$ cat config.mk
export PLATFORM = sky130hd
export DESIGN_NAME = dmaController
export DESIGN_NICKNAME = d
export VERILOG_FILES = /design/src/verilog/dmaCtrlPkg.sv /design/src/verilog/dmaBusPkg.sv /design/src/verilog/dmaBusIf.sv /design/src/verilog/dmaChannelFsm.sv /design/src/verilog/dmaAddrPath.sv /design/src/verilog/dmaChannel.sv /design/src/verilog/dmaArbiter.sv /design/src/verilog/dmaController.sv
export SDC_FILE = /design/constraint.sdc
export NUM_CORES = 2
export LEC_CHECK = 0
export ABC_AREA = 1
export BUFFER_PORTS_ARGS = -buffer_cell sky130_fd_sc_hd__buf_2
export CAP_MARGIN = 5
export CORE_UTILIZATION = 42
export CTS_CLUSTER_SIZE = 10
export DETAILED_ROUTE_END_ITERATION = 10
export GPL_TIMING_DRIVEN = 0
export PLACE_DENSITY = 0.67
export SLEW_MARGIN = 20
export SYNTH_ARGS = -nofsm -noshare
export SYNTH_HDL_FRONTEND = slang
export SYNTH_SLANG_ARGS = --single-unit
$ cat constraint.sdc
create_clock -name clk -period 7.8 [get_ports clk]
set_input_delay 1.17 -clock clk [delete_from_list [all_inputs] [get_ports clk]]
set_output_delay 1.17 -clock clk [all_outputs]
set_load 0.03 [all_outputs]
$ cat src/verilog/dmaCtrlPkg.sv
`default_nettype none

package dmaCtrlPkg;

  localparam int NUM_CHANNELS = 4;

  typedef logic [15:0] dmaCtrl_t;

  // control word bit positions
  localparam int CTRL_ENABLE   = 15;
  localparam int CTRL_IRQ      = 14;
  localparam int CTRL_WORD     = 10;  // set for word units, clear for halfword
  localparam int CTRL_REPEAT   = 9;
  localparam int CTRL_SRC_STEP = 7;   // lsb of 2-bit field, bits 8..7
  localparam int CTRL_DST_STEP = 5;   // lsb of 2-bit field, bits 6..5

  // reload only applies to the destination
  typedef enum logic [1:0] {
    STEP_INC        = 2'b00,
    STEP_DEC        = 2'b01,
    STEP_FIXED      = 2'b10,
    STEP_INC_RELOAD = 2'b11
  } stepMode_t;

  typedef logic [13:0] unitCount_t;  // zero means 16384 units

  typedef enum logic [2:0] {
    OFF,
    IDLE,
    QUEUED,
    READ,
    WRITE,
    PREEMPTED
  } chanState_t;

endpackage

`default_nettype wire

$ cat src/verilog/dmaBusPkg.sv
`default_nettype none

package dmaBusPkg;

  localparam int ADDR_W = 32;
  localparam int DATA_W = 32;

  typedef logic [ADDR_W-1:0] addr_t;
  typedef logic [DATA_W-1:0] data_t;
  typedef logic [1:0]        busSize_t;

  localparam busSize_t SIZE_HALF = 2'b01;
  localparam busSize_t SIZE_WORD = 2'b10;

  // address step per unit, in bytes
  localparam int STEP_HALF = 2;
  localparam int STEP_WORD = 4;

endpackage

`default_nettype wire

$ cat src/verilog/dmaBusIf.sv
`timescale 1ns/1ps
`default_nettype none

interface dmaBusIf;
  import dmaBusPkg::*;

  logic     active;     // channel in READ or WRITE
  logic     wantsBus;
  addr_t    addr;
  data_t    wdata;
  busSize_t size;
  logic     wen;
  logic     preempted;  // a higher priority channel claims the bus
  logic     busFree;
  data_t    rdata;
  logic     memWait;

  modport chan (
    output active, wantsBus, addr, wdata, size, wen,
    input  preempted, busFree, rdata, memWait
  );

  modport arb (
    input  active, wantsBus, addr, wdata, size, wen,
    output preempted, busFree, rdata, memWait
  );

endinterface

`default_nettype wire

$ cat src/verilog/dmaChannelFsm.sv
`timescale 1ns/1ps
`default_nettype none

module dmaChannelFsm (
  input  logic                   clk,
  input  logic                   rst_b,
  input  dmaCtrlPkg::dmaCtrl_t   ctrl,
  input  logic                   start,
  input  logic                   lastUnit,
  dmaBusIf.chan                  bus,
  output logic                   loadRegs,
  output logic                   stepSrc,
  output logic                   stepDst,
  output logic                   captureData,
  output logic                   reloadCount,
  output logic                   irq,
  output logic                   disableDma,
  output dmaCtrlPkg::chanState_t state
);
  import dmaCtrlPkg::*;

  chanState_t nextState;
  logic       enablePrev;
  logic       canStart;
  logic       irqNext;
  logic       disableNext;

  assign canStart = bus.busFree && !bus.preempted;

  always_ff @(posedge clk or negedge rst_b) begin
    if (!rst_b) begin
      state      <= OFF;
      enablePrev <= 1'b0;
      irq        <= 1'b0;
      disableDma <= 1'b0;
    end else begin
      state      <= nextState;
      enablePrev <= ctrl[CTRL_ENABLE];
      irq        <= irqNext;     // one cycle, state has left WRITE
      disableDma <= disableNext;
    end
  end

  always_comb begin
    nextState   = state;
    loadRegs    = 1'b0;
    stepSrc     = 1'b0;
    stepDst     = 1'b0;
    captureData = 1'b0;
    reloadCount = 1'b0;
    irqNext     = 1'b0;
    disableNext = 1'b0;
    case (state)
      OFF: begin
        if (ctrl[CTRL_ENABLE] && !enablePrev) begin  // enable edge
          loadRegs  = 1'b1;
          nextState = IDLE;
        end
      end
      IDLE: begin
        if (!ctrl[CTRL_ENABLE]) begin
          nextState = OFF;
        end else if (start) begin
          nextState = canStart ? READ : QUEUED;
        end
      end
      QUEUED: begin
        if (start && canStart) begin
          nextState = READ;
        end
      end
      READ: begin
        if (!bus.memWait) begin
          captureData = 1'b1;
          stepSrc     = 1'b1;
          nextState   = WRITE;
        end
      end
      WRITE: begin
        if (!bus.memWait) begin
          stepDst = 1'b1;
          if (lastUnit) begin
            reloadCount = 1'b1;
            irqNext     = ctrl[CTRL_IRQ];
            if (ctrl[CTRL_REPEAT]) begin
              nextState = IDLE;
            end else begin
              disableNext = 1'b1;
              nextState   = OFF;
            end
          end else begin
            // yield only between units
            nextState = bus.preempted ? PREEMPTED : READ;
          end
        end
      end
      PREEMPTED: begin
        if (canStart) begin
          nextState = READ;
        end
      end
      default: nextState = OFF;
    endcase
  end

endmodule

`default_nettype wire

$ cat src/verilog/dmaAddrPath.sv
`timescale 1ns/1ps
`default_nettype none

module dmaAddrPath (
  input  logic                   clk,
  input  logic                   rst_b,
  input  dmaCtrlPkg::dmaCtrl_t   ctrl,
  input  dmaBusPkg::addr_t       srcIn,
  input  dmaBusPkg::addr_t       dstIn,
  input  dmaCtrlPkg::unitCount_t countIn,
  input  dmaBusPkg::data_t       rdata,
  input  logic                   loadRegs,
  input  logic                   stepSrc,
  input  logic                   stepDst,
  input  logic                   captureData,
  input  logic                   reloadCount,
  input  dmaCtrlPkg::chanState_t state,
  output dmaBusPkg::addr_t       addr,
  output dmaBusPkg::data_t       wdata,
  output dmaBusPkg::busSize_t    size,
  output logic                   lastUnit
);
  import dmaCtrlPkg::*;
  import dmaBusPkg::*;

  addr_t      srcReg;
  addr_t      dstReg;
  addr_t      stepAmt;
  data_t      dataReg;
  unitCount_t countReg;
  unitCount_t doneCount;
  unitCount_t nextDone;
  stepMode_t  srcMode;
  stepMode_t  dstMode;
  logic       dstReload;

  function automatic addr_t nextAddr(addr_t a, stepMode_t mode, addr_t amt);
    case (mode)
      STEP_DEC:   return a - amt;
      STEP_FIXED: return a;
      default:    return a + amt;  // source treats reload as increment
    endcase
  endfunction

  assign srcMode   = stepMode_t'(ctrl[CTRL_SRC_STEP +: 2]);
  assign dstMode   = stepMode_t'(ctrl[CTRL_DST_STEP +: 2]);
  assign stepAmt   = ctrl[CTRL_WORD] ? addr_t'(STEP_WORD) : addr_t'(STEP_HALF);
  assign dstReload = reloadCount && ctrl[CTRL_REPEAT] && (dstMode == STEP_INC_RELOAD);

  always_ff @(posedge clk) begin
    if (loadRegs) begin
      srcReg   <= srcIn;
      dstReg   <= dstIn;
      countReg <= countIn;
    end else begin
      if (stepSrc) srcReg <= nextAddr(srcReg, srcMode, stepAmt);
      if (stepDst) dstReg <= dstReload ? dstIn : nextAddr(dstReg, dstMode, stepAmt);
    end
    if (captureData) dataReg <= rdata;
  end

  // 14-bit wrap makes a count of zero mean 16384
  assign nextDone = doneCount + 1'b1;
  assign lastUnit = (nextDone == countReg);

  always_ff @(posedge clk or negedge rst_b) begin
    if (!rst_b) doneCount <= '0;
    else if (loadRegs || reloadCount) doneCount <= '0;
    else if (stepDst) doneCount <= nextDone;
  end

  assign addr = (state == WRITE) ? dstReg : srcReg;
  assign size = ctrl[CTRL_WORD] ? SIZE_WORD : SIZE_HALF;

  always_comb begin
    wdata = dataReg;
    if (!ctrl[CTRL_WORD] && dstReg[1]) wdata[31:16] = dataReg[15:0];  // upper lane
  end

endmodule

`default_nettype wire

$ cat src/verilog/dmaChannel.sv
`timescale 1ns/1ps
`default_nettype none

module dmaChannel (
  input  logic                   clk,
  input  logic                   rst_b,
  input  dmaCtrlPkg::dmaCtrl_t   ctrl,
  input  dmaBusPkg::addr_t       srcAddr,
  input  dmaBusPkg::addr_t       dstAddr,
  input  dmaCtrlPkg::unitCount_t unitCount,
  input  logic                   start,
  dmaBusIf.chan                  bus,
  output logic                   irq,
  output logic                   disableDma
);
  import dmaCtrlPkg::*;

  chanState_t state;
  logic       loadRegs;
  logic       stepSrc;
  logic       stepDst;
  logic       captureData;
  logic       reloadCount;
  logic       lastUnit;

  assign bus.active   = (state == READ) || (state == WRITE);
  assign bus.wen      = (state == WRITE);
  assign bus.wantsBus = ((state == IDLE) && start) || (state == QUEUED) ||
                        (state == PREEMPTED);

  dmaChannelFsm fsm (
    .clk,
    .rst_b,
    .ctrl,
    .start,
    .lastUnit,
    .bus,
    .loadRegs,
    .stepSrc,
    .stepDst,
    .captureData,
    .reloadCount,
    .irq,
    .disableDma,
    .state
  );

  dmaAddrPath path (
    .clk,
    .rst_b,
    .ctrl,
    .srcIn(srcAddr),
    .dstIn(dstAddr),
    .countIn(unitCount),
    .rdata(bus.rdata),
    .loadRegs,
    .stepSrc,
    .stepDst,
    .captureData,
    .reloadCount,
    .state,
    .addr(bus.addr),
    .wdata(bus.wdata),
    .size(bus.size),
    .lastUnit
  );

endmodule

`default_nettype wire

$ cat src/verilog/dmaArbiter.sv
`timescale 1ns/1ps
`default_nettype none

module dmaArbiter (
  dmaBusIf.arb                chan [dmaCtrlPkg::NUM_CHANNELS],
  input  dmaBusPkg::data_t    rdata,
  input  logic                memWait,
  output dmaBusPkg::addr_t    addr,
  output dmaBusPkg::data_t    wdata,
  output dmaBusPkg::busSize_t size,
  output logic                wen,
  output logic                busActive
);
  import dmaCtrlPkg::*;
  import dmaBusPkg::*;

  logic [NUM_CHANNELS-1:0] activeVec;
  logic [NUM_CHANNELS-1:0] claimVec;
  logic [NUM_CHANNELS-1:0] preemptVec;
  logic [NUM_CHANNELS-1:0] wenVec;
  addr_t                   addrArr [NUM_CHANNELS];
  data_t                   wdataArr [NUM_CHANNELS];
  busSize_t                sizeArr [NUM_CHANNELS];

  for (genvar i = 0; i < NUM_CHANNELS; i++) begin : gChan
    assign activeVec[i] = chan[i].active;
    assign claimVec[i]  = chan[i].active | chan[i].wantsBus;
    assign wenVec[i]    = chan[i].wen;
    assign addrArr[i]   = chan[i].addr;
    assign wdataArr[i]  = chan[i].wdata;
    assign sizeArr[i]   = chan[i].size;

    assign chan[i].preempted = preemptVec[i];
    assign chan[i].busFree   = !busActive;
    assign chan[i].rdata     = rdata;
    assign chan[i].memWait   = memWait;
  end

  // channel 0 is never preempted, each lower index outranks the rest
  always_comb begin
    preemptVec[0] = 1'b0;
    for (int i = 1; i < NUM_CHANNELS; i++) begin
      preemptVec[i] = preemptVec[i-1] | claimVec[i-1];
    end
  end

  assign busActive = |activeVec;

  always_comb begin
    addr  = '0;
    wdata = '0;
    size  = '0;
    wen   = 1'b0;
    for (int i = NUM_CHANNELS - 1; i >= 0; i--) begin
      if (activeVec[i]) begin  // at most one is active
        addr  = addrArr[i];
        wdata = wdataArr[i];
        size  = sizeArr[i];
        wen   = wenVec[i];
      end
    end
  end

endmodule

`default_nettype wire

$ cat src/verilog/dmaController.sv
`timescale 1ns/1ps
`default_nettype none

module dmaController (
  input  logic                                 clk,
  input  logic                                 rst_b,
  input  dmaCtrlPkg::dmaCtrl_t                 ctrl [dmaCtrlPkg::NUM_CHANNELS],
  input  dmaBusPkg::addr_t                     srcAddr [dmaCtrlPkg::NUM_CHANNELS],
  input  dmaBusPkg::addr_t                     dstAddr [dmaCtrlPkg::NUM_CHANNELS],
  input  dmaCtrlPkg::unitCount_t               unitCount [dmaCtrlPkg::NUM_CHANNELS],
  input  logic [dmaCtrlPkg::NUM_CHANNELS-1:0]  startReq,
  input  logic                                 memWait,
  input  dmaBusPkg::data_t                     rdata,
  output dmaBusPkg::addr_t                     addr,
  output dmaBusPkg::data_t                     wdata,
  output dmaBusPkg::busSize_t                  size,
  output logic                                 wen,
  output logic                                 busActive,
  output logic [dmaCtrlPkg::NUM_CHANNELS-1:0]  irq,
  output logic [dmaCtrlPkg::NUM_CHANNELS-1:0]  disableDma
);
  import dmaCtrlPkg::*;

  dmaBusIf busIf [NUM_CHANNELS] ();  // one link per channel

  for (genvar i = 0; i < NUM_CHANNELS; i++) begin : gChan
    dmaChannel chan (
      .clk,
      .rst_b,
      .ctrl(ctrl[i]),
      .srcAddr(srcAddr[i]),
      .dstAddr(dstAddr[i]),
      .unitCount(unitCount[i]),
      .start(startReq[i]),
      .bus(busIf[i]),
      .irq(irq[i]),
      .disableDma(disableDma[i])
    );
  end

  dmaArbiter arb (
    .chan(busIf),
    .rdata,
    .memWait,
    .addr,
    .wdata,
    .size,
    .wen,
    .busActive
  );

endmodule

`default_nettype wire

==> impl_metrics.ini <==
[outcome]
status = finished clean

[logic_synthesis]
ys_top_cells_by_area = edfxtp_1 (32%), nand2_1 (13%), ha_1 (7.7%)
synth_cells = 5628
synth_ff_type = edfxtp_1
yosysTopAreaCellShare_pct = 31.8
synth-edff-count = 440
ys_seq_area_share_pct = 36.6
ys_ff_latch = 520
syn_avg_cell_area_um2 = 7.38
synth-async-reset-ratio_pct = 15.4
ys_types = 53
synth_area_mm2 = 0.0415
synth_nets = 6299
synth_area_leader_cell = edfxtp_1
yosys_warnings = 0

[timing]
hold_violations = 0
setup_tns_ns = 0
max-slew-margin-rel_pct = 15.7
tightest_slew_ns = 1.26
fmax_mhz = 172
rsz0062_at_grt = false
slew_viol_final = 0
setup_viol = 0
timing.final.crit_share_pct = 74.6
layout_min_cycle_time_ns = 5.82
finClkSkew_ns = 0.0256

[critical_path]
r2r-end = gChan[2].chan.path.dstReg[20]
reg2reg_from = gChan[2].chan.fsm.state[0]
worstPathRequired_ns = 6.63
cp-end-kind = primary output
rr_worst_depth = 10
r2r_setup_slack_ns = 4.21
path_max_fanout = 10
start_kind = flip-flop
critical_path_class = reg -> out
cp.arrival_ns = 4.65

[grt]
grt_antenna_before_repair = 33
grt_max_degree = 54
grt_usage_pct = 31.7
grt_pass1_wl_um = 238000
first_global_vias = 39700
overflow = 0

[clocking]
root_buffer = clkbuf_16
cts_tree = built
cts_buffer_depth = 3
cts.clk_slew.worst_paths_ns = 0.06
cts_resized = 0
cts_hold_buffers = 0
cts_buffers = 70
postCtsSetupBuffers = 0
cts_max_level = 3
clkSinkCount = 520
clkLatencyLatePin_ns = 0.66

[detailed_routing]
drt_iter0_drc = 3968
drc = 0
viasPerCell = 5.53
routed_wl_um = 163000
dr.pass1.iters = 7
vias = 41700
drtAntennaViolNets = 0
drt-wirelength-per-cell_um = 21.6

[final_layout]
fin_area_mm2 = 0.0481
drive_above_1_share_pct = 11.7
nNetsFinal = 6844
synthToLayoutAreaGrowth_pct = 15.8

[power]
p_per_area_mw_per_mm2 = 331
leakagePower_nw = 22.1
vdd_ir_drop_max_uv = 361

[hold_path]
worstHoldPathType = in -> async

[placed_design]
hpwlAfterDp_um = 132000
gp_congestion = 0.999
placed_cell_area_mm2 = 0.0460
place.port_buffers = 458

[floorplanning]
rows = 115
die-area_mm2 = 0.100
pin_count = 491
core_mm2 = 0.0981
die_w_um = 317
initial_utilization_pct = 42.3
die_y_um = 317

[flow_run]
cap_violations = 0
## worst max-delay path by stage
stage / startpoint / slack, ns / cells past startpoint / endpoint
CTS: gChan[2].chan.fsm.state[2] / 2.21 / 11 / addr[24]
global placement: memWait / 0.91 / 5 / gChan[1].chan.path.srcReg[5]
global route: gChan[3].chan.fsm.state[0] / 2.02 / 10 / addr[25]
floorplan: ctrl[10] / 3.43 / 8 / wdata[21]
finish: gChan[2].chan.fsm.state[2] / 1.98 / 11 / addr[24]
detailed placement: ctrl[10] / 2.54 / 10 / wdata[30]
## layout by cell type (no fill, tap or decap), drive strengths merged, types with 23 or more instances in the layout
master,count
nand3,337
a21oi,389
xnor2,84
inv,716
clkbuf,188
a21o,29
nor3,64
nor2,593
or2,39
a221oi,25
nand2,1428
xor2,90
a31oi,72
edfxtp,440
diode,23
nand3b,86
dfrtp,80
buf,532
nand4,62
clkinv,28
ha,256
o21ai,417
o22ai,63
o32ai,34
mux2i,48
## final cells by class
class	instances	area, um^2
clock buffers	95	1910
well taps	1287	1610
multi-input cells	4238	23000
plain buffers	152	757
fillers	9977	50000
inverters	718	2700
repair buffers	473	2680
clock inverters	27	193
diodes	23	57.6
flip-flops and latches	520	15200
## Yosys cell counts, types with 4 or more instances
master    instances
nand2_1        1416
inv_1           708
nor2_1          580
edfxtp_1        440
o21ai_0         413
a21oi_1         389
nand3_1         332
ha_1            256
clkbuf_1         93
xor2_1           90
nand3b_1         86
xnor2_1          84
dfrtp_1          80
a31oi_1          72
o22ai_1          63
nand4_1          60
nor3_1           60
mux2i_1          48
or2_2            38
o32ai_1          34
a21o_1           29
a221oi_1         25
buf_4            20
o21bai_1         19
o221ai_1         19
mux2_2           16
buf_1            15
nor4_1           15
o31ai_1          15
buf_2            12
buf_6            12
nor2_2           11
o21a_1           11
nand2_4           9
inv_2             7
a21boi_0          5
nand3_2           5
a211oi_1          4
nor3_2            4
o211ai_1          4
o21ai_1           4
## power by group
part	total [mW]	switching (mW)	internal, mW
sequential	4.25	0.456	3.80
clock	3.06	1.34	1.72
combinational	8.62	6.20	2.42
total	15.9	8.00	7.94
## critical path, stage by stage (launching register included)
cell	delay, ns
dfrtp_1	0.43
inv_1	0.11
nand3_1	0.22
nand2_1	0.12
inv_1	0.09
buf_2	0.28
nand2_1	0.22
clkbuf_1	0.35
o32ai_1	1.11
o21ai_0	0.50
o21ai_0	0.27
buf_2	0.26
## through the flow
step	util (%)	setup slack (ns)	std cells	hold WS, ns	power, mW
after global placement	46.3	0.911	7373	0.525	12.5
after CTS	49.0	2.21	7510	0.383	15.8
after floorplan	-	3.43	5628	0.491	9.50
final	49.0	1.98	7533	0.410	15.9
after global routing	49.0	2.02	7528	0.413	16.8
after detailed placement	46.9	2.54	7388	0.530	12.7
## registers in the layout (all words and copies together), names as in the netlist
register                   count
gChan.chan.path.dataReg      128
gChan.chan.path.dstReg       128
gChan.chan.path.srcReg       128
gChan.chan.path.countReg      56
gChan.chan.path.doneCount     56
gChan.chan.fsm.state          12
gChan.chan.fsm.disableDma      4
gChan.chan.fsm.enablePrev      4
gChan.chan.fsm.irq             4
## cells by family after synthesis
group,share of synthesized area [%]
compound gates,15.2
xor+xnor,3.78
fa+ha+maj,7.71
buf+inv,8.29
flops,36.6
mux,1.59
simple gates,26.8
## metal layers
layer,share of wire [%],vias to the layer above,track usage [%]
li1,-,20200,-
met1,41,19500,40.9
met2,46,1601,51.4
met3,8.3,310,5.77
met4,4.4,12,14.4
met5,0.043,-,0
Power figures use the tool's default switching activity.
